## config.mk

```make
export PLATFORM = sky130hd
export DESIGN_NAME = chip8_decode
export DESIGN_NICKNAME = d
export VERILOG_FILES = /design/src/chip8_pkg.sv /design/src/chip8_decode.sv
export VERILOG_INCLUDE_DIRS = /design/src
export SDC_FILE = /design/constraint.sdc
export NUM_CORES = 1
export LEC_CHECK = 0
export ABC_AREA = 1
export BUFFER_PORTS_ARGS = -buffer_cell sky130_fd_sc_hd__buf_2
export CORE_MARGIN = 2
export CORE_UTILIZATION = 37
export DETAILED_ROUTE_END_ITERATION = 12
export GPL_TIMING_DRIVEN = 0
export PLACE_DENSITY = 0.79
export SLEW_MARGIN = 40
export SYNTH_ARGS = -nofsm -noshare
export SYNTH_HDL_FRONTEND = slang
export SYNTH_SLANG_ARGS = --single-unit
```

## constraint.sdc

```tcl
create_clock -name vclk -period 0.8
set_clock_uncertainty 0.2 [all_clocks]
set_input_delay 0.04 -clock vclk [all_inputs]
set_output_delay 0.04 -clock vclk [all_outputs]
set_load 0.05 [all_outputs]
```

## src/chip8_cfg.svh

```systemverilog
`ifndef CHIP8_CFG_SVH
`define CHIP8_CFG_SVH

// Datapath widths
`define CHIP8_ADDR_W 12
`define CHIP8_BYTE_W 8
`define CHIP8_REG_W 4

// Program entry point after reset
`define CHIP8_RESET_PC 12'h200

// Return-address stack lives at the bottom of memory
`define CHIP8_STACK_BASE 12'h000

// Flag register index
`define CHIP8_VF 4'd15

`endif

```

## src/chip8_pkg.sv

```systemverilog
`include "chip8_cfg.svh"

package chip8_pkg;

  typedef logic [`CHIP8_ADDR_W-1:0] addr_t;
  typedef logic [`CHIP8_BYTE_W-1:0] byte_t;
  typedef logic [`CHIP8_REG_W-1:0]  reg_idx_t;
  typedef logic [15:0]              instr_t;

  // ------------------------------------------------------------
  // Operation classes out of the decoder
  // ------------------------------------------------------------
  typedef enum logic [3:0] {
    op_nop,
    op_ret,
    op_halt,
    op_jp,
    op_call,
    op_se_imm,
    op_sne_imm,
    op_se_reg,
    op_sne_reg,
    op_ld_imm,
    op_add_imm,
    op_alu,
    op_ld_i,
    op_jp_v0,
    op_add_i
  } op_class_t;

  // Encoded as the low nibble of the 8xy group
  typedef enum logic [3:0] {
    alu_mov  = 4'h0,
    alu_or   = 4'h1,
    alu_and  = 4'h2,
    alu_xor  = 4'h3,
    alu_add  = 4'h4,
    alu_sub  = 4'h5,
    alu_shr  = 4'h6,
    alu_subn = 4'h7,
    alu_shl  = 4'hE
  } alu_op_t;

  typedef enum logic [3:0] {
    st_idle,
    st_fetch_hi,
    st_fetch_lo,
    st_load_vx,
    st_load_vy,
    st_exec,
    st_store_vx,
    st_store_vf,
    st_push_hi,
    st_push_lo,
    st_pop_hi,
    st_pop_lo,
    st_halt
  } exec_state_t;

  // ------------------------------------------------------------
  // Bundles passed between blocks
  // ------------------------------------------------------------
  typedef struct packed {
    op_class_t op;
    alu_op_t   alu;
    reg_idx_t  x;
    reg_idx_t  y;
    addr_t     nnn;
    byte_t     nn;
  } decoded_t;

  typedef struct packed {
    logic  rd_en;
    logic  wr_en;
    addr_t rd_addr;
    addr_t wr_addr;
    byte_t wr_data;
  } mem_req_t;

  typedef struct packed {
    logic     en;
    reg_idx_t idx;
    byte_t    data;
  } reg_wb_t;

endpackage

```

## src/chip8_decode.sv

```systemverilog
`timescale 1ns/1ps

module chip8_decode
  import chip8_pkg::*;
(
  input  instr_t   instr,
  output decoded_t dec
);

  logic [3:0] hi_nib;
  logic [3:0] lo_nib;

  assign hi_nib = instr[15:12];
  assign lo_nib = instr[3:0];

  always_comb begin
    dec.x   = instr[11:8];
    dec.y   = instr[7:4];
    dec.nnn = instr[11:0];
    dec.nn  = instr[7:0];
    dec.op  = op_nop;
    dec.alu = alu_mov;

    case (hi_nib)
      4'h0: begin
        if (instr[11:0] == 12'h0EE) dec.op = op_ret;
        else if (instr[11:0] == 12'h0FD) dec.op = op_halt;
      end
      4'h1: dec.op = op_jp;
      4'h2: dec.op = op_call;
      4'h3: dec.op = op_se_imm;
      4'h4: dec.op = op_sne_imm;
      4'h5: if (lo_nib == 4'h0) dec.op = op_se_reg;
      4'h6: dec.op = op_ld_imm;
      4'h7: dec.op = op_add_imm;
      4'h8: begin
        // Only the listed sub-ops are ALU ops, the rest fall to nop
        if (lo_nib <= 4'h7 || lo_nib == 4'hE) begin
          dec.op  = op_alu;
          dec.alu = alu_op_t'(lo_nib);
        end
      end
      4'h9: if (lo_nib == 4'h0) dec.op = op_sne_reg;
      4'hA: dec.op = op_ld_i;
      4'hB: dec.op = op_jp_v0;
      4'hF: if (instr[7:0] == 8'h1E) dec.op = op_add_i;
      default: dec.op = op_nop;
    endcase
  end

endmodule

```

==> impl_metrics.yaml <==
status:
  status: "complete, but fails checks"
  violations: "negative setup slack"
sta:
  maxSlewViolCount: 0
  slew-limit-headroom_pct: 82.8
  worst_pin_slew_ns: 0.260
  finalWorstSetupSlack_ns: -0.455
  fin_crit_sh_pct: 157
  fin_crit_ns: 1.26
  rsz0062_at_grt: "yes"
  final-setup-viol-count: 8
  finalHoldViolations: 0
  fmax_mhz: 797
drt:
  drt-initial-drc-count: 12
  via_count: 823
  post_drt_wl_per_cell_um: 10.6
  wl_um: 1950
  via_per_inst: 4.45
  route.detailed.drc: 0
  first_pass_iters: 4
  drtAntennaViolNets: 0
global_route:
  top_usage_layer: "met2"
  met3_usage_pct: 0.851
  grt_use_met1_pct: 21.8
  grt_antenna_before_repair: 0
  grt_pass1_wl_um: 2670
  grt_start_max_net_pins: 8
  grt_util_met2_pct: 34.5
  grt_pass1_vias: 645
  grt_overflow_total: 0
  grt_use_total_pct: 17.6
power:
  power.density_mw_per_mm2: 735
  p_leak_nw: 0.693
  peakVddDrop_mv: 0.547
  p_total_mw: 0.911
setup_path:
  cp_max_fo: 5
  critPathKind: "in -> out"
  slowest_stage: "nor2_2"
  slowest_delay_ns: 0.17
  critical_path_arrival_ns: 1.02
  path_cells: "buf_4 > inv_2 > nand2_1 > nor2_1 > nor2_1 > nand2_1 > nor2_2 > nand3_4 > buf_8"
  required_ns: 0.56
  startpoint_type: "input pin"
  end_kind: "output pin"
cells_and_area:
  final_cell_mix: "buf_4 (34), buf_2 (30), nand2_1 (15), nor2_1 (13), buf_6 (13)"
  drive_gt1_share_pct: 73.4
  fin_nets: 187
  final_util_pct: 85.2
  clkbuf_count: 0
  fillers: 80
  area_delta_synth_final_pct: 121
  n_antenna_cell: 0
  ff_latch_area_um2: 0
  layout_commonest_cell: "buf_4"
  seq_cell_count: 0
  multi_input_area_um2: 413
synthesis:
  synthesis.area_um2: 559
  synth_nets: 126
  synth_simple_gate_area_share_pct: 46.3
  syn_avg_cell_area_um2: 5.08
  synth_compound_area_share_pct: 2.68
  synth_top_family_by_area: "buffers and inverters"
  yosysWarnings: 0
  yosysUniqueCellTypes: 13
  seq_area_frac_synth_pct: 0
  synth_adder_area_share_pct: 0
  synth.area.mux_share_pct: 0
  synthCells: 110
  synthXorXnorAreaFrac_pct: 0
worst_hold_path:
  hp-start: "instr[3]"
  holdPathEnd: "dec[28]"
  hp-class: "in -> out"
  whs_path_depth: 3
die:
  core_area_mm2: 0.00145
  die_y_um: 42.9
  dieArea_mm2: 0.00184
  fp-row-count: 14
  die_w_um: 42.9
  start_util_pct: 38.5
  io_pins: 52
placement:
  portBuffers: 52
  hpwl_um: 1270
  gp_congestion: 0.822
job:
  maxCapViolations: 0
clocking:
  cts_hold_buffers: 0
synthesized netlist by cell type:
cell,n,share of area (%)
nand4_1,2,2.2
inv_2,2,1.3
nor2_1,20,13
nand2_2,4,4.5
nand3_1,6,5.4
inv_1,18,12
nand2_1,22,15
buf_4,28,38
nand4_2,1,2.2
nor3_1,3,2.7
nor2_2,1,1.1
o21ai_1,2,1.8
a21oi_1,1,0.89
how the worst max path moves through the flow:
| stage | from | end | slack (ns) | depth (start not counted) |
|---|---|---|---|---|
| after floorplan | instr[0] | dec[35] | -0.28 | 7 |
| after global placement | instr[0] | dec[35] | -0.55 | 9 |
| after detailed placement | instr[0] | dec[35] | -0.57 | 9 |
| after CTS | instr[0] | dec[32] | -0.36 | 8 |
| after global routing | instr[0] | dec[33] | -0.49 | 9 |
| final | instr[15] | dec[33] | -0.46 | 9 |
per-stage QoR:
| step | setup TNS [ns] | instance area, µm² | worst slack [ns] | hold WS [ns] | instances |
|---|---|---|---|---|---|
| floorplan | -1.61 | 658 | -0.281 | -0.0606 | 110 |
| global placement | -3.68 | 938 | -0.551 | 0.305 | 178 |
| detailed placement | -3.79 | 938 | -0.574 | 0.308 | 178 |
| CTS | -2.37 | 1160 | -0.365 | 0.183 | 184 |
| global route | -3.27 | 1240 | -0.493 | 0.192 | 185 |
| finish | -2.87 | 1240 | -0.455 | 0.185 | 185 |
critical path, delay by kind of cell:
family / cells / cell delay, ns
AND/OR/NAND/NOR: 6 / 0.66
buffers and inverters: 3 / 0.32
cell families after synthesis:
family,count (synthesis)
AO/OA/AOI/OAI,3
buffers and inverters,48
AND/OR/NAND/NOR,59
power by group:
group	switching (mW)	leakage, nW	internal (mW)
combinational	0.572	0.693	0.339
sequential	0	0	0
clock	0	0	0
final cells by class:
class	count	share of cell area (%)
Buffer	28	17.3
Timing Repair Buffer	59	39.2
Multi-Input combinational cell	62	33.3
Tap cell	16	1.62
Inverter	20	8.59
what timing repair did:
action / in CTS / in global routing
gates resized for setup: 60 / 19
setup endpoints to repair: 10 / 11
pin swaps: 19 / 9
buffers inserted: 6 / 2
layer usage:
metal,up-vias,wire length (µm)
met4,0,0
met5,-,0
met1,365,688
met2,36,1130
li1,422,-
met3,0,137
(Power assumes the default switching activity.)
