`src/chip8_cfg.svh`:
```
`ifndef CHIP8_CFG_SVH
`define CHIP8_CFG_SVH

// Datapath widths
`define CHIP8_ADDR_W 12
`define CHIP8_BYTE_W 8
`define CHIP8_REG_W 4

// Program entry point after reset
`define CHIP8_RESET_PC 12'h200

// Return-address stack lives at the bottom of memory
`define CHIP8_STACK_BASE 12'h000

// Flag register index
`define CHIP8_VF 4'd15

`endif

```
`src/chip8_pkg.sv`:
```
`include "chip8_cfg.svh"

package chip8_pkg;

  typedef logic [`CHIP8_ADDR_W-1:0] addr_t;
  typedef logic [`CHIP8_BYTE_W-1:0] byte_t;
  typedef logic [`CHIP8_REG_W-1:0]  reg_idx_t;
  typedef logic [15:0]              instr_t;

  // ------------------------------------------------------------
  // Operation classes out of the decoder
  // ------------------------------------------------------------
  typedef enum logic [3:0] {
    op_nop,
    op_ret,
    op_halt,
    op_jp,
    op_call,
    op_se_imm,
    op_sne_imm,
    op_se_reg,
    op_sne_reg,
    op_ld_imm,
    op_add_imm,
    op_alu,
    op_ld_i,
    op_jp_v0,
    op_add_i
  } op_class_t;

  // Encoded as the low nibble of the 8xy group
  typedef enum logic [3:0] {
    alu_mov  = 4'h0,
    alu_or   = 4'h1,
    alu_and  = 4'h2,
    alu_xor  = 4'h3,
    alu_add  = 4'h4,
    alu_sub  = 4'h5,
    alu_shr  = 4'h6,
    alu_subn = 4'h7,
    alu_shl  = 4'hE
  } alu_op_t;

  typedef enum logic [3:0] {
    st_idle,
    st_fetch_hi,
    st_fetch_lo,
    st_load_vx,
    st_load_vy,
    st_exec,
    st_store_vx,
    st_store_vf,
    st_push_hi,
    st_push_lo,
    st_pop_hi,
    st_pop_lo,
    st_halt
  } exec_state_t;

  // ------------------------------------------------------------
  // Bundles passed between blocks
  // ------------------------------------------------------------
  typedef struct packed {
    op_class_t op;
    alu_op_t   alu;
    reg_idx_t  x;
    reg_idx_t  y;
    addr_t     nnn;
    byte_t     nn;
  } decoded_t;

  typedef struct packed {
    logic  rd_en;
    logic  wr_en;
    addr_t rd_addr;
    addr_t wr_addr;
    byte_t wr_data;
  } mem_req_t;

  typedef struct packed {
    logic     en;
    reg_idx_t idx;
    byte_t    data;
  } reg_wb_t;

endpackage

```
`src/chip8_regfile.sv`:
```
`timescale 1ns/1ps
`include "chip8_cfg.svh"

module chip8_regfile
  import chip8_pkg::*;
(
  input  logic     clk,
  input  logic     rst_n,
  input  reg_wb_t  wb,
  input  reg_idx_t rd_idx,
  output byte_t    rd_data,
  input  reg_idx_t dbg_idx,
  output byte_t    dbg_data
);

  localparam int NUM_REGS = 1 << `CHIP8_REG_W;

  byte_t v [NUM_REGS];

  always_ff @(posedge clk) begin
    if (!rst_n) begin
      for (int i = 0; i < NUM_REGS; i++) begin
        v[i] <= '0;
      end
    end else if (wb.en) begin
      v[wb.idx] <= wb.data;
    end
  end

  // Execution and debug reads are independent
  assign rd_data  = v[rd_idx];
  assign dbg_data = v[dbg_idx];

endmodule

```
`config.mk`:
```
export PLATFORM = sky130hd
export DESIGN_NAME = chip8_regfile
export DESIGN_NICKNAME = d
export VERILOG_FILES = /design/src/chip8_pkg.sv /design/src/chip8_regfile.sv
export VERILOG_INCLUDE_DIRS = /design/src
export SDC_FILE = /design/constraint.sdc
export NUM_CORES = 1
export LEC_CHECK = 0
export BUFFER_PORTS_ARGS = -buffer_cell sky130_fd_sc_hd__buf_2
export CAP_MARGIN = 15
export CORE_MARGIN = 4
export CORE_UTILIZATION = 55
export DETAILED_ROUTE_END_ITERATION = 16
export PLACE_DENSITY = 0.73
export RECOVER_POWER = 50
export SLEW_MARGIN = 20
export SYNTH_ARGS = -nofsm -noshare
export SYNTH_HDL_FRONTEND = slang
export SYNTH_SLANG_ARGS = --single-unit
export TNS_END_PERCENT = 30
```
`constraint.sdc`:
```
create_clock -name clk -period 5.05 [get_ports clk]
set_input_delay 0.505 -clock clk [delete_from_list [all_inputs] [get_ports clk]]
set_output_delay 0.505 -clock clk [all_outputs]
set_load 0.005 [all_outputs]
```
==> metrics.md <==
| Metric | Value |
|---|---|
| Simple-Gate Fraction of Synth Area | `15.19%` |
| Synth area leader | `edfxtp_1` |
| Power per cell area | `339.6 nW/um^2` |
| Gr usage total | `23.95%` |
| Post-DP HPWL | `10,860 um` |
| Max FO, Critical Path | `32` |
| Starting DRC count in detailed routing | `493` |
| Buffer count from post-CTS setup fixing | `0` |
| Count leader, synth | `and2_1` |
| Placed instance area | `7188 um^2` |
| Clock Power Share | `41.0%` |
| Fraction of layout cells with a size suffix above 1 | `19.96%` |
| Leak | `2.683 nW` |
| Number of synthesized flops with an enable pin | `128` |
| RSZ-0062 raised after global routing | `false` |
| Clk slew on worst S/H paths | `0.05 ns` |
| Worst Max-Slew Pin Slew | `1.094 ns` |
| Setup_tns | `0 ns` |
| H-tree lvl count | `4` |
| Adder-cell share of the synthesized area | `0%` |
| Vias/cell | `6.469` |
| Crit path launch type | `primary input` |
| Final setup fails | `0` |
| Root buf cell | `clkbuf_16` |
| Resize count post-CTS | `0` |
| CTS max path bufs | `2` |
| DR DRC count | `0` |
| Vias in the first global route | `4,239` |
| Sequential power share | `48.5%` |
| Hold_buf cts | `0` |
| Post-Syn Instances | `445` |
| Mean Syn Cell Area | `15.58 um^2` |
| Synth-to-Final Area Change | `10.83%` |
| Final Hold Viols | `0` |
| Distinct cells, synth | `23` |
| Sequential area share after synthesis | `55.43%` |
| Num rows | `40` |
| Ys flop type | `edfxtp_1` |
| Share of the synthesized area in the top cell type | `55.43%` |
| Top Registers | `v x128` |
| Drt wl/cell | `25.10 um` |
| Net switching power | `0.0005921 W` |
| ANT nets after route | `0` |
| CP arrival | `2.55 ns` |
| Initial antenna violation count | `0` |
| Post-Synthesis Net Count | `468` |
| CTS tree | `done` |
| Cell count after placement | `627` |
| Mux contribution to synthesized area | `22.28%` |
| # fillers | `878` |
| First-pass GRT wire length | `25,210 um` |
| Setup slack after layout | `1.993 ns` |
| Grt ovf | `0` |
| Die area | `14,470 um^2` |
| Layout Nets | `501` |
| Largest Register | `v` |
| Final Slew Violations | `0` |
| GP Congestion | `0.9198` |
| Ys Warns | `0` |
| Final Instance Area | `7685 um^2` |
| Die W | `120.3 um` |
| Top post-synthesis cells by area | `edfxtp_1 (55%), and2_1 (12%), mux4_2 (12%)` |
| CTS Sinks | `128` |
| Post-synthesis xor/xnor area fraction | `0%` |
| Largest family of logic cells by synthesized area | `multiplexers` |
| Core area | `12,160 um^2` |
| Combinational Power Share | `10.5%` |
| Drt pass-1 iters | `5` |
| Sw Share | `22.69%` |
| Worst hold path class | `primary input to register` |
| Final hold slack | `0.6220 ns` |
| Crit end category | `output port` |
| Via count | `4,263` |
| Critical path required time | `4.55 ns` |
| Worst vdd ir | `204.1 uV` |
| Tmin final | `3.057 ns` |
| Status | `complete, no violations` |
| CTS buffer count | `17` |
| CP Class | `primary input to output port` |
| Starting Density | `57.02%` |
| Max-Cap Viols | `0` |
| Most frequent cells after synthesis | `and2_1 (130), edfxtp_1 (128), mux4_2 (36)` |
| Max reg flops | `128` |
| N_diodes | `0` |
| Internal | `0.002018 W` |
| Post-Route WL | `16,540 um` |
| Post-Layout Cell Count | `659` |
| Pre-CTS WS | `1.944 ns` |
| Fraction of registers with async set or reset after synthesis | `0%` |
| # port buffers | `38` |
| Die H | `120.3 um` |
| Compound-Gate Fraction of Synth Area | `4.331%` |
| Period utilization | `60.54%` |
| Max-slew headroom | `26.28%` |
| Ports | `39` |
| Fmax | `0.3271 GHz` |
| Mapped cell area | `6934 um^2` |
| FF+latch count, synth | `128` |
| Largest net degree at the start of global routing | `33` |
## worst max-delay path: stages
cell,delay (ns)
buf_2,0.78
mux4_2,0.60
a22oi_1,0.36
nand2_1,0.15
buf_2,0.15
## metal layers
metal / track usage [%] / routed length (um)
met1: 33.48 / 6610
met2: 37.06 / 7875
met3: 5.192 / 1563
met4: 9.703 / 488
met5: 0 / 0
## power by group through the flow
| stage | clock, W | combinational, W | sequential [W] |
|---|---|---|---|
| 2_1_floorplan | 0 | 0.000185 | 0.00127 |
| 3_3_place_gp | 0 | 0.000270 | 0.00128 |
| 3_5_place_dp | 0 | 0.000273 | 0.00128 |
| 4_1_cts | 0.00108 | 0.000275 | 0.00126 |
| 5_1_grt | 0.00114 | 0.000290 | 0.00127 |
| 6_report | 0.00107 | 0.000275 | 0.00127 |
## path summary, 6_finish.rpt
check	end	slack, ns	startpoint	cells past startpoint
setup / recovery	rd_data[7]	1.99	rd_idx[0]	5
hold / removal	v[1][7]	0.62	wb[7]	2
## cells by family (layout without fill, tap and decap cells)
family | Yosys count | count (layout)
and+or+nand+nor | 179 | 179
AOI/OAI and AO/OA | 44 | 44
DFF | 128 | 128
buffers and inverters | 30 | 76
muxes | 64 | 64
## cell usage in the layout, fill, tap and decap left out, drive strengths merged
cell / n
nor2b: 3
bufinv: 1
nand2b: 6
nor2: 14
buf: 37
mux4: 64
clkinv: 10
clkbuf: 28
o21ai: 12
and2: 130
nand4bb: 1
nor3: 4
and2b: 1
nand4: 1
nand2: 17
a22oi: 32
nand4b: 2
edfxtp: 128
## layout make-up
cell class | instances | area (um^2) | area share, %
flip-flops and latches | 128 | 3844 | 50.02
multi-input cells | 287 | 2904 | 37.79
clock inverters | 11 | 72.57 | 0.9443
well taps | 168 | 210.2 | 2.735
repair buffers | 44 | 214.0 | 2.784
clock buffers | 21 | 440.4 | 5.731
## metrics by stage
step                util, %  total power, W
global placement      59.10        0.001548
floorplan                 -        0.001453
CTS                   63.32        0.002616
detailed placement    59.10        0.001556
global route          63.19        0.002695
finish                63.19        0.002610
Power figures use the tool's default switching activity.
