--- src/chip8_cfg.svh ---
`ifndef CHIP8_CFG_SVH
`define CHIP8_CFG_SVH

// Datapath widths
`define CHIP8_ADDR_W 12
`define CHIP8_BYTE_W 8
`define CHIP8_REG_W 4

// Program entry point after reset
`define CHIP8_RESET_PC 12'h200

// Return-address stack lives at the bottom of memory
`define CHIP8_STACK_BASE 12'h000

// Flag register index
`define CHIP8_VF 4'd15

`endif

--- src/chip8_pkg.sv ---
`include "chip8_cfg.svh"

package chip8_pkg;

  typedef logic [`CHIP8_ADDR_W-1:0] addr_t;
  typedef logic [`CHIP8_BYTE_W-1:0] byte_t;
  typedef logic [`CHIP8_REG_W-1:0]  reg_idx_t;
  typedef logic [15:0]              instr_t;

  // ------------------------------------------------------------
  // Operation classes out of the decoder
  // ------------------------------------------------------------
  typedef enum logic [3:0] {
    op_nop,
    op_ret,
    op_halt,
    op_jp,
    op_call,
    op_se_imm,
    op_sne_imm,
    op_se_reg,
    op_sne_reg,
    op_ld_imm,
    op_add_imm,
    op_alu,
    op_ld_i,
    op_jp_v0,
    op_add_i
  } op_class_t;

  // Encoded as the low nibble of the 8xy group
  typedef enum logic [3:0] {
    alu_mov  = 4'h0,
    alu_or   = 4'h1,
    alu_and  = 4'h2,
    alu_xor  = 4'h3,
    alu_add  = 4'h4,
    alu_sub  = 4'h5,
    alu_shr  = 4'h6,
    alu_subn = 4'h7,
    alu_shl  = 4'hE
  } alu_op_t;

  typedef enum logic [3:0] {
    st_idle,
    st_fetch_hi,
    st_fetch_lo,
    st_load_vx,
    st_load_vy,
    st_exec,
    st_store_vx,
    st_store_vf,
    st_push_hi,
    st_push_lo,
    st_pop_hi,
    st_pop_lo,
    st_halt
  } exec_state_t;

  // ------------------------------------------------------------
  // Bundles passed between blocks
  // ------------------------------------------------------------
  typedef struct packed {
    op_class_t op;
    alu_op_t   alu;
    reg_idx_t  x;
    reg_idx_t  y;
    addr_t     nnn;
    byte_t     nn;
  } decoded_t;

  typedef struct packed {
    logic  rd_en;
    logic  wr_en;
    addr_t rd_addr;
    addr_t wr_addr;
    byte_t wr_data;
  } mem_req_t;

  typedef struct packed {
    logic     en;
    reg_idx_t idx;
    byte_t    data;
  } reg_wb_t;

endpackage

--- src/chip8_alu.sv ---
`timescale 1ns/1ps
`include "chip8_cfg.svh"

module chip8_alu
  import chip8_pkg::*;
(
  input  alu_op_t op,
  input  byte_t   vx,
  input  byte_t   vy,
  output byte_t   result,
  output logic    flag
);

  logic [`CHIP8_BYTE_W:0] sum;

  // Carry lands in the top bit
  assign sum = {1'b0, vx} + {1'b0, vy};

  always_comb begin
    result = vy;
    flag   = 1'b0;
    case (op)
      alu_mov: result = vy;
      alu_or:  result = vx | vy;
      alu_and: result = vx & vy;
      alu_xor: result = vx ^ vy;
      alu_add: begin
        result = sum[`CHIP8_BYTE_W-1:0];
        flag   = sum[`CHIP8_BYTE_W];
      end
      alu_sub: begin
        result = vx - vy;
        flag   = (vx >= vy);
      end
      alu_subn: begin
        result = vy - vx;
        flag   = (vy >= vx);
      end
      alu_shr: begin
        result = vx >> 1;
        flag   = vx[0];
      end
      alu_shl: begin
        result = vx << 1;
        flag   = vx[`CHIP8_BYTE_W-1];
      end
      default: result = vy;
    endcase
  end

endmodule

--- config.mk ---
export PLATFORM = sky130hd
export DESIGN_NAME = chip8_alu
export DESIGN_NICKNAME = d
export VERILOG_FILES = /design/src/chip8_pkg.sv /design/src/chip8_alu.sv
export VERILOG_INCLUDE_DIRS = /design/src
export SDC_FILE = /design/constraint.sdc
export NUM_CORES = 1
export LEC_CHECK = 0
export ABC_AREA = 1
export BUFFER_PORTS_ARGS = -buffer_cell sky130_fd_sc_hd__buf_2
export CORE_MARGIN = 4
export CORE_UTILIZATION = 60
export DETAILED_ROUTE_END_ITERATION = 10
export GPL_TIMING_DRIVEN = 0
export PLACE_DENSITY = 0.94
export SETUP_SLACK_MARGIN = 0.05
export SLEW_MARGIN = 0
export SYNTH_ARGS = -nofsm -noshare
export SYNTH_HDL_FRONTEND = slang
export SYNTH_SLANG_ARGS = --single-unit
export TNS_END_PERCENT = 1
--- constraint.sdc ---
create_clock -name vclk -period 2.2
set_input_delay 0.22 -clock vclk [all_inputs]
set_output_delay 0.22 -clock vclk [all_outputs]
set_load 0.02 [all_outputs]
==> metrics.csv, run 1 <==
metric,value,unit
layout cell share with drive strength beyond 1,0.271,
Pleak,1.18,nW
DR WL met3,810,um
DP HPWL,4.15,mm
"Net Count, Synth",377,
Met2 Wirelength,2.90,mm
total chip power,0.000566,W
Peak Freq,0.441,GHz
"Avg Cell Area, Syn",5.56,sq um
DIE AREA,0.00390,sq mm
Max Cap Viol,0,
crit path DAT,2.05,ns
synth unique cells,28,
failing checks,negative setup slack,
total power divided by cell area,255,mW/mm^2
number of flip-flops and latches,0,
setup ws final,-0.0696,ns
Die W,62.4,um
Die H,62.4,um
DRT iter0 DRCs,331,
met1 wire length,2.41,mm
DP Worst Slack,-0.00400,ns
gp weighted congestion,0.982,
Storage cell area,0,sq um
pin count of the biggest net entering global routing,11,
core area,0.00281,sq mm
Synth area leaders,"ha_1 (24%), nand2_1 (20%), inv_1 (11%)",
layout net count,421,
CP Launch Type,input pin,
number of setup violations in the final report,2,
most frequent cells in the layout,"nand2_1 (87), nand3_1 (35), inv_1 (34), ha_1 (29), nor2_1 (27)",
GR Overflow Total,0,
number of global-route vias before repair,1997,
CP Capture Type,primary output,
area share of the largest cell type after synthesis,0.239,
Max Slew Vio Count,0,
initial antenna violation count,0,
# hold bufs at CTS,0,
Routed Antenna Nets,0,
status,finished with violations,
Site Rows,19,
mapped cell area,0.00178,sq mm
Synth area leader,ha_1,
Hold Path Class,in2out,
worst hold path startpoint,vy[6],
hold slack,0.803,ns
Syn Inst Count,320,
Global Route Usage Sum,0.259,
synth warn,0,
"wirelength, routed",6.49,mm
DRT Pass-1 Iters,7,
"commonest non-fill, non-tap cell in the layout",nand2_1,
Crit Path Max Fanout,10,
WL per Instance,16.5,um
Crit Path Class,in2out,
final hold vios,0,
first-pass GRT wire length,8.60,mm
DRC Markers,0,
origin of the worst setup path,vx[4],
Highest Signal Layer,met4,
measured slew at the worst slew-check pin,0.623,ns
"Req. time, crit path",1.98,ns
PortBufs,29,
Slew HR,0.583,
Final min period,2.27,ns
clkbuf count,0,
VDD IR max,0.151,mV
Ant. Diodes,0,
# IOs,29,
vias per cell,6.11,
Initial Util,0.634,
Vias,2402,
RSZ-0062 raised after global routing,yes,
Area growth syn-to-layout,24.8,%
Final Cycle Share,1.03,
sequential fraction of the synthesis area,0,
## layer usage
metal | GRT usage | vias to the layer above
li1 | - | 1113
met1 | 0.360 | 1016
met2 | 0.441 | 224
met3 | 0.0108 | 49
met4 | 0.0579 | 0
met5 | 0 | -
## cells in the mapped netlist (2+ instances only)
cell type,count
o211ai_1,5
o21ai_0,13
buf_6,4
nand2_1,94
o22ai_1,10
a21oi_1,10
inv_1,50
nand2_2,2
inv_2,4
nor2_1,30
ha_1,34
fa_1,3
nor2_4,2
nand3_1,36
nor3_1,6
nor3b_1,2
nand4_1,4
## what timing repair did
| item | 4_1_cts | 5_1_grt |
|---|---|---|
| resized for setup | 2 | 51 |
| pin swaps | 1 | 18 |
| setup endpoints to repair | 2 | 6 |
| setup buffers | 0 | 13 |
## critical path: stages
cell     delay, ns
buf_2         0.11
inv_1         0.09
ha_1          0.31
buf_6         0.15
nor2_2        0.15
inv_1         0.09
nor2_2        0.24
nand3_1       0.19
nand3_1       0.14
nand2_1       0.07
nand4_1       0.12
buf_4         0.15
## power breakdown
group | internal [W] | switching, W
clock network | 0 | 0
logic | 0.000211 | 0.000356
registers | 0 | 0
## cell type report
class              count  area (sq um)
multi-input cells    261          1650
fillers              197           586
repair buffers        42           262
inverters             54           218
plain buffers          5          56.3
well taps             31          38.8
## worst paths after layout
path  cells after the start  slack [ns]   endpoint
max                      12       -0.07       flag
min                       4        0.80  result[6]
## metrics by stage
step	TNS, ns	cell area (sq um)	instances	util
after floorplan	0	1780	320	-
after global placement	0	1960	380	0.699
after detailed placement	-0.00400	1960	380	0.699
after CTS	0	1960	380	0.700
after global routing	-0.285	2220	393	0.791
final	-0.0932	2220	393	0.791
## kinds of logic (layout without fill, tap and decap cells)
family / Yosys count / after routing / synth area share
buffers and inverters: 59 / 101 / 0.144
AND/OR/NAND/NOR: 181 / 181 / 0.443
adder cells (fa/ha/maj): 37 / 37 / 0.273
AO/OA/AOI/OAI: 42 / 42 / 0.136
XOR/XNOR: 1 / 1 / 0.00493
(Power assumes the default switching activity.)
==> run 2: changes to the inputs <==
--- a/config.mk
+++ b/config.mk
@@ -9,10 +9,10 @@
 export ABC_AREA = 1
 export BUFFER_PORTS_ARGS = -buffer_cell sky130_fd_sc_hd__buf_2
 export CORE_MARGIN = 4
-export CORE_UTILIZATION = 60
+export CORE_UTILIZATION = 57
 export DETAILED_ROUTE_END_ITERATION = 10
 export GPL_TIMING_DRIVEN = 0
-export PLACE_DENSITY = 0.94
+export PLACE_DENSITY = 0.9
 export SETUP_SLACK_MARGIN = 0.05
 export SLEW_MARGIN = 0
 export SYNTH_ARGS = -nofsm -noshare
==> metrics.csv, run 2 (synthesis results as in run 1) <==
metric,value,unit
Die W,63.9,um
failing checks,negative setup slack,
PortBufs,29,
status,finished with violations,
Placed Cells,393,
hold depth,4,
non-filler instance count after layout,408,
# IOs,29,
crit path DAT,1.99,ns
Clk network pwr share,0,
pin count of the biggest net entering global routing,11,
layout net count,423,
Die H,63.9,um
Ant. Diodes,0,
setup ws final,-0.00905,ns
VDD IR max,0.133,mV
Fill cells,228,
Seq pwr share,0,
Critical Path Stages,12,
Sw Ratio,0.614,
Switching Power,0.000354,W
Final min period,2.21,ns
clkbuf count,0,
Site Rows,20,
Slew HR,0.619,
Max Slew Vio Count,0,
Storage cell area,0,sq um
Comb pwr share,1.000,
DRT Pass-1 Iters,8,
first-pass GRT wire length,8.57,mm
Final Cell Area,0.00230,sq mm
total chip power,0.000575,W
"Req. time, crit path",1.98,ns
number of flip-flops and latches,0,
CP Launch Type,input pin,
Routed Antenna Nets,0,
number of global-route vias before repair,2009,
Final Cycle Share,1.00,
Initial Util,0.587,
crit path cell chain,buf_2 > inv_1 > ha_1 > buf_6 > nor2_2 > inv_1 > nor2_2 > nand3_1 > nand3_1 > nand2_1 > nand4_1 > buf_4,
Crit Path Max Fanout,10,
vias per cell,5.88,
DP HPWL,4.15,mm
Placed Instance Area,0.00198,sq mm
DRC Markers,0,
Pleak,1.21,nW
layout cell share with drive strength beyond 1,0.288,
internal power,0.000222,W
"commonest non-fill, non-tap cell in the layout",nand2_1,
Vias,2400,
Crit Path Class,in2out,
"wirelength, routed",5.99,mm
CP Capture Type,primary output,
GR Overflow Total,0,
number of setup violations in the final report,1,
Hold Path Class,in2out,
DIE AREA,0.00408,sq mm
core area,0.00303,sq mm
final hold vios,0,
total power divided by cell area,250,mW/mm^2
initial antenna violation count,0,
Top delay family on crit path,simple AND/OR/NAND/NOR gates,
CP max stage cell,ha_1,
RSZ-0062 raised after global routing,yes,
Area growth syn-to-layout,29.5,%
gp weighted congestion,0.955,
DRT iter0 DRCs,263,
most frequent cells in the layout,"nand2_1 (86), inv_1 (36), nand3_1 (31), ha_1 (28), nor2_1 (27)",
hold slack,0.796,ns
CP Buf/Inv Count,5,
# hold bufs at CTS,0,
Max Cap Viol,0,
Global Route Usage Sum,0.250,
"slowest stage delay, CP",0.31,ns
WL per Instance,14.7,um
measured slew at the worst slew-check pin,0.569,ns
Peak Freq,0.453,GHz
run 2: cell count changes in the layout (fill, tap and decap cells not counted), sizes merged:
cell | before | now
buf | 46 | 48
run 2: power groups by stage:
stage                     Combinational (W)  Clock, W  Sequential [W]
after global placement             0.000436         0               0
after detailed placement           0.000445         0               0
final                              0.000575         0               0
after floorplan                    0.000320         0               0
after CTS                          0.000448         0               0
after global routing               0.000628         0               0
run 2: path summary, 6_finish.rpt:
check / endpoint / startpoint / slack, ns
max: flag / vx[4] / -0.009
min: result[6] / vy[6] / 0.80
run 2: layout make-up:
class                           count  area [sq um]  area share
Buffer                              5          56.3      0.0245
Tap cell                           44          55.1      0.0239
Inverter                           54           225      0.0978
Multi-Input combinational cell    261          1690       0.733
Timing Repair Buffer               44           279       0.121
run 2: layer usage:
metal  part of all wire  GRT usage  vias to the layer above  wire length (um)
li1                   -          -                     1125                 -
met1               0.40      0.339                     1067              2410
met3               0.13     0.0351                       22               774
met5                  0          0                        -                 0
met2               0.45      0.421                      186              2710
met4              0.018     0.0458                        0               106
run 2: timing repair:
action / CTS / global route
pin swaps: 0 / 19
setup buffers: 0 / 15
setup endpoints to repair: 2 / 7
gates resized for setup: 2 / 63
run 2: stage by stage:
| stage | utilization | TNS [ns] | setup slack (ns) |
|---|---|---|---|
| 3_5_place_dp | 0.653 | -0.0442 | -0.0299 |
| 3_3_place_gp | 0.653 | 0 | 0.00326 |
| 2_1_floorplan | - | 0 | 0.346 |
| 5_1_grt | 0.760 | -0.125 | -0.115 |
| 6_report | 0.760 | -0.00905 | -0.00905 |
| 4_1_cts | 0.655 | 0 | 0.0639 |
