`src/chip8_cfg.svh`:
```
`ifndef CHIP8_CFG_SVH
`define CHIP8_CFG_SVH

// Datapath widths
`define CHIP8_ADDR_W 12
`define CHIP8_BYTE_W 8
`define CHIP8_REG_W 4

// Program entry point after reset
`define CHIP8_RESET_PC 12'h200

// Return-address stack lives at the bottom of memory
`define CHIP8_STACK_BASE 12'h000

// Flag register index
`define CHIP8_VF 4'd15

`endif

```
`src/chip8_pkg.sv`:
```
`include "chip8_cfg.svh"

package chip8_pkg;

  typedef logic [`CHIP8_ADDR_W-1:0] addr_t;
  typedef logic [`CHIP8_BYTE_W-1:0] byte_t;
  typedef logic [`CHIP8_REG_W-1:0]  reg_idx_t;
  typedef logic [15:0]              instr_t;

  // ------------------------------------------------------------
  // Operation classes out of the decoder
  // ------------------------------------------------------------
  typedef enum logic [3:0] {
    op_nop,
    op_ret,
    op_halt,
    op_jp,
    op_call,
    op_se_imm,
    op_sne_imm,
    op_se_reg,
    op_sne_reg,
    op_ld_imm,
    op_add_imm,
    op_alu,
    op_ld_i,
    op_jp_v0,
    op_add_i
  } op_class_t;

  // Encoded as the low nibble of the 8xy group
  typedef enum logic [3:0] {
    alu_mov  = 4'h0,
    alu_or   = 4'h1,
    alu_and  = 4'h2,
    alu_xor  = 4'h3,
    alu_add  = 4'h4,
    alu_sub  = 4'h5,
    alu_shr  = 4'h6,
    alu_subn = 4'h7,
    alu_shl  = 4'hE
  } alu_op_t;

  typedef enum logic [3:0] {
    st_idle,
    st_fetch_hi,
    st_fetch_lo,
    st_load_vx,
    st_load_vy,
    st_exec,
    st_store_vx,
    st_store_vf,
    st_push_hi,
    st_push_lo,
    st_pop_hi,
    st_pop_lo,
    st_halt
  } exec_state_t;

  // ------------------------------------------------------------
  // Bundles passed between blocks
  // ------------------------------------------------------------
  typedef struct packed {
    op_class_t op;
    alu_op_t   alu;
    reg_idx_t  x;
    reg_idx_t  y;
    addr_t     nnn;
    byte_t     nn;
  } decoded_t;

  typedef struct packed {
    logic  rd_en;
    logic  wr_en;
    addr_t rd_addr;
    addr_t wr_addr;
    byte_t wr_data;
  } mem_req_t;

  typedef struct packed {
    logic     en;
    reg_idx_t idx;
    byte_t    data;
  } reg_wb_t;

endpackage

```
`src/chip8_execute.sv`:
```
`timescale 1ns/1ps
`include "chip8_cfg.svh"

module chip8_execute
  import chip8_pkg::*;
(
  input  logic     clk,
  input  logic     rst_n,
  input  logic     step,
  input  decoded_t dec,
  input  byte_t    alu_result,
  input  logic     alu_flag,
  input  byte_t    rd_data,
  input  byte_t    mem_rd_data,
  input  logic     mem_rd_ack,
  output instr_t   instr,
  output mem_req_t mem_req,
  output reg_idx_t rd_idx,
  output alu_op_t  alu_op,
  output byte_t    vx,
  output byte_t    vy,
  output reg_wb_t  wb,
  output logic     busy,
  output logic     halted
);

  exec_state_t state;
  addr_t       pc;
  addr_t       index_reg;
  logic [3:0]  sp;
  logic        step_pending;

  instr_t      ir;
  decoded_t    dec_q;
  byte_t       vx_new;
  logic        flag_q;

  addr_t       ret_addr;
  addr_t       stack_addr;
  logic        writes_vf;

  assign ret_addr   = pc + addr_t'(2);
  assign stack_addr = `CHIP8_STACK_BASE + {7'd0, sp, 1'b0};

  // Flag-producing 8xy ops
  assign writes_vf = (dec_q.op == op_alu) &&
                     (dec_q.alu inside {alu_add, alu_sub, alu_shr, alu_subn, alu_shl});

  assign instr  = ir;
  assign alu_op = dec_q.alu;
  assign busy   = (state != st_idle) && (state != st_halt);
  assign halted = (state == st_halt);

  // ------------------------------------------------------------
  // Memory, register read and writeback requests
  // ------------------------------------------------------------
  always_comb begin
    mem_req = '0;
    rd_idx  = '0;
    wb      = '0;

    case (state)
      st_fetch_hi: begin
        mem_req.rd_en   = !mem_rd_ack;
        mem_req.rd_addr = pc;
      end
      st_fetch_lo: begin
        mem_req.rd_en   = !mem_rd_ack;
        mem_req.rd_addr = pc + addr_t'(1);
      end
      st_load_vx: rd_idx = dec.x;
      // Bnnn needs V0 as its offset
      st_load_vy: rd_idx = (dec_q.op == op_jp_v0) ? '0 : dec_q.y;
      st_store_vx: begin
        wb.en   = 1'b1;
        wb.idx  = dec_q.x;
        wb.data = vx_new;
      end
      st_store_vf: begin
        wb.en   = 1'b1;
        wb.idx  = `CHIP8_VF;
        wb.data = {{(`CHIP8_BYTE_W-1){1'b0}}, flag_q};
      end
      st_push_hi: begin
        mem_req.wr_en   = 1'b1;
        mem_req.wr_addr = stack_addr;
        mem_req.wr_data = {4'd0, ret_addr[11:8]};
      end
      st_push_lo: begin
        mem_req.wr_en   = 1'b1;
        mem_req.wr_addr = stack_addr + addr_t'(1);
        mem_req.wr_data = ret_addr[7:0];
      end
      st_pop_hi: begin
        mem_req.rd_en   = !mem_rd_ack;
        mem_req.rd_addr = stack_addr;
      end
      st_pop_lo: begin
        mem_req.rd_en   = !mem_rd_ack;
        mem_req.rd_addr = stack_addr + addr_t'(1);
      end
      default: ;
    endcase
  end

  // ------------------------------------------------------------
  // Control state
  // ------------------------------------------------------------
  always_ff @(posedge clk) begin
    if (!rst_n) begin
      state        <= st_idle;
      pc           <= `CHIP8_RESET_PC;
      index_reg    <= '0;
      sp           <= '0;
      step_pending <= 1'b0;
    end else begin
      step_pending <= step_pending | step;

      case (state)
        st_idle: begin
          if (step_pending) begin
            step_pending <= 1'b0;
            state        <= st_fetch_hi;
          end
        end
        st_fetch_hi: if (mem_rd_ack) state <= st_fetch_lo;
        st_fetch_lo: if (mem_rd_ack) state <= st_load_vx;
        st_load_vx:  state <= st_load_vy;
        st_load_vy:  state <= st_exec;

        st_exec: begin
          pc    <= pc + addr_t'(2);
          state <= st_idle;
          case (dec_q.op)
            op_ret: begin
              sp    <= sp - 4'd1;
              state <= st_pop_hi;
            end
            op_halt:    state <= st_halt;
            op_jp:      pc <= dec_q.nnn;
            // PC stays put so the push can use PC+2
            op_call: begin
              pc    <= pc;
              state <= st_push_hi;
            end
            op_se_imm:  if (vx == dec_q.nn) pc <= pc + addr_t'(4);
            op_sne_imm: if (vx != dec_q.nn) pc <= pc + addr_t'(4);
            op_se_reg:  if (vx == vy) pc <= pc + addr_t'(4);
            op_sne_reg: if (vx != vy) pc <= pc + addr_t'(4);
            op_ld_imm, op_add_imm, op_alu: state <= st_store_vx;
            op_ld_i:    index_reg <= dec_q.nnn;
            op_jp_v0:   pc <= dec_q.nnn + addr_t'(vy);
            op_add_i:   index_reg <= index_reg + addr_t'(vx);
            default: ;
          endcase
        end

        st_store_vx: state <= writes_vf ? st_store_vf : st_idle;
        st_store_vf: state <= st_idle;

        st_push_hi:  state <= st_push_lo;
        st_push_lo: begin
          sp    <= sp + 4'd1;
          pc    <= dec_q.nnn;
          state <= st_idle;
        end

        st_pop_hi: begin
          if (mem_rd_ack) begin
            pc[11:8] <= mem_rd_data[3:0];
            state    <= st_pop_lo;
          end
        end
        st_pop_lo: begin
          if (mem_rd_ack) begin
            pc[7:0] <= mem_rd_data;
            state   <= st_idle;
          end
        end

        // Stays here until reset
        st_halt: state <= st_halt;
        default: state <= st_idle;
      endcase
    end
  end

  // ------------------------------------------------------------
  // Instruction and operand latches
  // ------------------------------------------------------------
  always_ff @(posedge clk) begin
    case (state)
      st_fetch_hi: if (mem_rd_ack) ir[15:8] <= mem_rd_data;
      st_fetch_lo: if (mem_rd_ack) ir[7:0] <= mem_rd_data;
      st_load_vx: begin
        vx    <= rd_data;
        dec_q <= dec;
      end
      st_load_vy: vy <= rd_data;
      st_exec: begin
        case (dec_q.op)
          op_ld_imm:  vx_new <= dec_q.nn;
          op_add_imm: vx_new <= vx + dec_q.nn;
          default:    vx_new <= alu_result;
        endcase
        flag_q <= alu_flag;
      end
      default: ;
    endcase
  end

endmodule

```
`config.mk`:
```
export PLATFORM = sky130hd
export DESIGN_NAME = chip8_execute
export DESIGN_NICKNAME = d
export VERILOG_FILES = /design/src/chip8_pkg.sv /design/src/chip8_execute.sv
export VERILOG_INCLUDE_DIRS = /design/src
export SDC_FILE = /design/constraint.sdc
export NUM_CORES = 1
export LEC_CHECK = 0
export BUFFER_PORTS_ARGS = -buffer_cell sky130_fd_sc_hd__buf_4
export CAP_MARGIN = 20
export CORE_MARGIN = 2
export CORE_UTILIZATION = 36
export CTS_CLUSTER_DIAMETER = 120
export DETAILED_ROUTE_END_ITERATION = 8
export SLEW_MARGIN = 30
export SYNTH_ARGS = -nofsm -noshare
export SYNTH_HDL_FRONTEND = slang
export SYNTH_SLANG_ARGS = --single-unit
```
`constraint.sdc`:
```
create_clock -name clk -period 7.1 [get_ports clk]
set_input_delay 0.71 -clock clk [delete_from_list [all_inputs] [get_ports clk]]
set_output_delay 0.71 -clock clk [all_outputs]
set_load 0.005 [all_outputs]
```
==> results of run 1 <==
## through the flow
step / setup WS, ns / utilization (%) / cells / power [µW]
CTS: 3.51 / 45.1 / 1047 / 1330
global route: 3.32 / 45.1 / 1048 / 1370
finish: 3.47 / 45.1 / 1048 / 1330
floorplan: 3.28 / - / 700 / 734
global placement: 3.97 / 43.3 / 1031 / 807
detailed placement: 3.90 / 43.3 / 1031 / 807
## critical path, stage by stage (launching register included)
cell and delay [ns]:
dfxtp_1 0.79, nand4bb_1 0.72, inv_1 0.57, ha_1 0.22, a21oi_1 0.04, nor2_1 0.10, buf_4 0.12
## final cells by class
class | instances | share of cell area [%]
Sequential cell | 98 | 33.8
Multi-Input combinational cell | 538 | 43.8
Clock inverter | 7 | 1.16
Clock buffer | 9 | 2.79
Inverter | 15 | 0.697
Timing Repair Buffer | 152 | 14.2
Tap cell | 229 | 3.55
## metal layers
| metal | global-route usage [%] | vias to the layer above | wire, µm |
|---|---|---|---|
| met1 | 29.0 | 2766 | 8960 |
| met5 | 0 | - | 0 |
| met4 | 7.28 | 0 | 392 |
| met3 | 4.94 | 26 | 1650 |
| li1 | - | 2852 | - |
| met2 | 29.6 | 265 | 8730 |
## registers in the layout, summed over array words and instances, names as in the netlist
name and cells:
vy 8, dec_q 32, alu_op 4, flag_q 1
instr 16, sp 4, vx_new 8, step_pending 1
pc 12, vx 8, state 4
## power groups by stage
| stage | Clock [µW] | Combinational (µW) | Sequential, µW |
|---|---|---|---|
| after global routing | 557 | 172 | 639 |
| final | 530 | 158 | 637 |
| after floorplan | 0 | 84.3 | 649 |
| after global placement | 0 | 156 | 650 |
| after CTS | 537 | 157 | 638 |
| after detailed placement | 0 | 156 | 651 |
## path summary, 6_finish.rpt
check | cells after the start | slack (ns) | to
max reg2reg | 7 | 4.19 | pc[3]$_SDFFE_PN0P_
max | 6 | 3.47 | mem_req[10]
min | 1 | 0.46 | step_pending$_SDFF_PN0_
min reg2reg | 1 | 0.46 | step_pending$_SDFF_PN0_
## synthesized netlist by cell type (10+ instances only)
cell and number:
edfxtp_1 77, nor2_1 63, o21ai_0 57, a21oi_1 48, nand2_1 46, xnor2_1 28, nand3_1 27, clkbuf_1 26
ha_1 23, dfxtp_1 21, nor3_1 15, a31oi_1 14, inv_1 14, mux2i_1 14, and2_1 12, buf_4 11
nand2b_1 11, xor2_1 11, o21a_1 10
## logic make-up after synthesis
kind of cell,count (synthesis),share of synthesized area [%]
other,1,0.0573
DFF,98,41.8
AOI/OAI and AO/OA,223,22.2
xor gates and xnor gates,39,5.22
adders and majority gates,26,5.32
and+or+nand+nor,227,18.3
muxes,16,2.52
buffers and inverters,64,4.59
==> reports/results.txt, run 1 <==
Vias per Instance: 5.64
post-synth top area share: 35.3%
Yosys warning total: 0
Post-synth EDFFs: 77
Worst EP arrival: 2.92 ns
FF+latch area: 2730 µm²
Worst setup SP type: flop
DRT iter0 DRCs: 638
final period utilization: 51.1%
CTS tree: built
sequential share of power: 48.1%
Critical path origin: state[3]$_SDFFE_PN0P_
Gate power share: 11.9%
Most used DFF post-synth: edfxtp_1
CTS root buffer: clkbuf_16
hpwl dp: 14900 µm
WS Path Type: flop to primary output
Die Width: 139 µm
Synth async-reset ratio: 0%
Pwr Density: 164 nW/µm²
Initial Util: 36.5%
I/O pins: 154
commonest non-fill, non-tap cell in the layout: buf_4
Hold-fix buffers, CTS: 0
Hold WC Path Type: flop to flop
status: complete, no violations
CTS sink cnt: 98
gr usage total: 20.2%
CTS clock-pin slew for the worst setup and hold paths: 0.08 ns
WHS: 0.457 ns
placeable core area: 17900 µm²
final net count: 905
initial antenna violation count: 0
# DRC: 0
Design Area, Final: 8080 µm²
Tmin final: 3.63 ns
cell-internal power: 1010 µW
Max Fclk: 276 MHz
Switching Share: 24.1%
RSZ-0062 raised after global routing: no
Hold Fails Final Rpt: 0
antenna fix cells: 0
GRT Residual Overflow: 0
total CTS buffers: 9
area of the multi-input gates: 3540 µm²
worst endpoint required time: 6.39 ns
sequential share of the synthesized area: 41.8%
Routability Congestion: 0.916
clk buf depth: 2
global-route wire length before repair: 30800 µm
worst slew pin tran: 0.936 ns
pin count of the biggest net entering global routing: 50
die area: 19300 µm²
Worst R2R Start: vx[1]$_DFFE_PP_
min-delay src: step_pending$_SDFF_PN0_
cell taking the most area after synthesis: edfxtp_1
dominant cells by area after synthesis: edfxtp_1 35%, dfxtp_1 6.4%, ha_1 4.4%
number of global-route vias before repair: 5397
fillcell total: 1786
fraction of layout cells with a size suffix above 1: 22.6%
clk_lat worst skew: 0.36 ns
PostCTS Resize Cnt: 0
clock power share: 40.0%
Max-slew headroom: 37.1%
leakage power: 0.00312 µW
antenna-violating nets left: 0
max-cap viol count: 0
critical path fanouts, max: 25
Cells after Synth: 694
most frequent cells in the layout: 151 x buf_4, 77 x edfxtp_1, 62 x nor2_1
die span in y: 139 µm
maximum VDD drop: 0.111 mV
DR vias: 5909
Yosys reg bits: 98
number of buffers added on ports: 146
setup violators final: 0
net switching power: 319 µW
post-synth cell types: 79
Post-CTS Setup Inserts: 0
H-Tree Depth: 3
drt wl/cell: 18.8 µm
Sum Neg Setup Slack: 0 ns
Pre-antenna DRT Iters: 6
routed wire length: 19700 µm
Mapped Avg Cell Area: 9.43 µm²
Worst Skew: 0.0127 ns
max-slew violation count: 0
Mapped Area: 6540 µm²
crit end category: primary output
Layout area overhead: 23.5%
FP Rows: 49
placed inst area: 7750 µm²
(Power assumes the default switching activity.)
==> run 2: changes to the inputs <==
clock period = 3.38 ns   (was 7.1 ns; I/O delays follow)
==> reports/results.txt, run 2 (synthesized netlist as in run 1, its figures left out) <==
status: complete, no violations
Worst setup SP type: flop
crit path max-delay cell type: dfxtp_1
Hold WC Path Type: input pin to flop
CTS root buffer: clkbuf_16
RSZ-0062 raised after global routing: no
Worst Skew: 0.00837 ns
CTS clock-pin slew for the worst setup and hold paths: 0.07 ns
slowest stage delay, CP: 0.57 ns
routed wire length: 20100 µm
# DRC: 0
die area: 19300 µm²
commonest non-fill, non-tap cell in the layout: buf_4
worst slew pin tran: 0.842 ns
max reg flops: 32
pre-CTS WS: 0.599 ns
max-slew violation count: 0
Routability Congestion: 0.933
leakage power: 0.00316 µW
global-route wire length before repair: 31100 µm
Layout area overhead: 24.2%
max-cap viol count: 0
antenna-violating nets left: 0
die span in y: 139 µm
Hold Fails Final Rpt: 0
DR vias: 5997
CTS sink cnt: 98
number of global-route vias before repair: 5639
antenna fix cells: 0
final net count: 915
DRT iter0 DRCs: 574
setup ws final: 0.519 ns
pin count of the biggest net entering global routing: 25
total CTS buffers: 9
Worst EP arrival: 2.52 ns
number of buffers added on ports: 146
I/O pins: 154
final period utilization: 84.7%
worst endpoint required time: 3.04 ns
PostCTS Resize Cnt: 0
most frequent cells in the layout: 162 x buf_4, 77 x edfxtp_1, 62 x nor2_1
WS Path Type: flop to primary output
Die Width: 139 µm
Hold-fix buffers, CTS: 0
placeable core area: 17900 µm²
CTS tree: built
Max Fclk: 349 MHz
critical path fanouts, max: 11
clk_lat worst skew: 0.36 ns
GRT Residual Overflow: 0
Max-slew headroom: 43.4%
register name with the most flops: dec_q
FP Rows: 49
Sum Neg Setup Slack: 0 ns
gr usage total: 20.2%
initial antenna violation count: 0
hpwl dp: 15400 µm
Post-CTS Setup Inserts: 0
H-Tree Depth: 3
setup violators final: 0
worst path cell trace: ha_1 -> nand3_1 -> nor2_1 -> nand2_1 -> o21a_1 -> o21ai_0 -> o41ai_1 -> buf_4
Pre-antenna DRT Iters: 6
drt wl/cell: 19.0 µm
crit end category: primary output
fraction of layout cells with a size suffix above 1: 23.4%
Pwr Density: 335 nW/µm²
maximum VDD drop: 0.265 mV
Tmin final: 2.86 ns
Vias per Instance: 5.67
clk buf depth: 2
Initial Util: 36.5%
## run 2: cell count changes in the layout (fill, tap and decap cells not counted)
cell,change
buf_4,+11
buf_6,-1
bufinv_16,-1
clkbuf_1,+1
clkinv_2,-1
clkinv_4,+1
## run 2: area by class of cell
type	instances	area (µm²)
Fill cell	1748	9770
Timing Repair Buffer	162	1220
Inverter	15	56.3
Multi-Input combinational cell	538	3540
Clock inverter	6	67.6
Sequential cell	98	2730
Clock buffer	10	229
Tap cell	229	287
## run 2: metal layers
layer	global-route usage (%)	up-vias	share of wire (%)
li1	-	2867	-
met1	28.1	2857	45
met2	31.4	253	45
met3	4.77	20	8.1
met4	6.17	0	1.6
met5	0	-	0
## run 2: worst paths after layout
| kind | startpoint | to | slack (ns) | depth (start not counted) |
|---|---|---|---|---|
| worst max-delay path | pc[1]$_SDFFE_PN0P_ | mem_req[31] | 0.52 | 8 |
| worst min register to register | step_pending$_SDFF_PN0_ | step_pending$_SDFF_PN0_ | 0.47 | 1 |
| worst min-delay path | dec[21] | dec_q[21]$_DFFE_PP_ | 0.15 | 1 |
| worst max register to register | vx[1]$_DFFE_PP_ | pc[3]$_SDFFE_PN0P_ | 0.53 | 7 |
## run 2: power breakdown
| group | switching (µW) | internal (µW) | leakage, µW |
|---|---|---|---|
| clock network | 472 | 576 | 0.000139 |
| registers | 27.5 | 1320 | 0.000863 |
| logic | 175 | 147 | 0.00216 |
| total | 675 | 2050 | 0.00316 |
## run 2: worst max-delay path, delay by kind of cell, from the launching register on
kind	cells	cell delay [ns]
AND/OR/NAND/NOR	3	0.71
adder cells (fa/ha/maj)	1	0.29
flip-flops	1	0.57
buffers and inverters	1	0.16
AO/OA/AOI/OAI	3	0.43
## run 2: through the flow
step	hold WS [ns]	total power, µW	cell area [µm²]	instances	utilization [%]
2_1_floorplan	0.426	1540	6570	700	-
3_3_place_gp	0.448	1700	7830	1042	43.7
3_5_place_dp	0.464	1700	7830	1042	43.7
4_1_cts	0.143	2740	8130	1058	45.4
5_1_grt	0.144	2810	8130	1058	45.4
6_report	0.152	2720	8130	1058	45.4
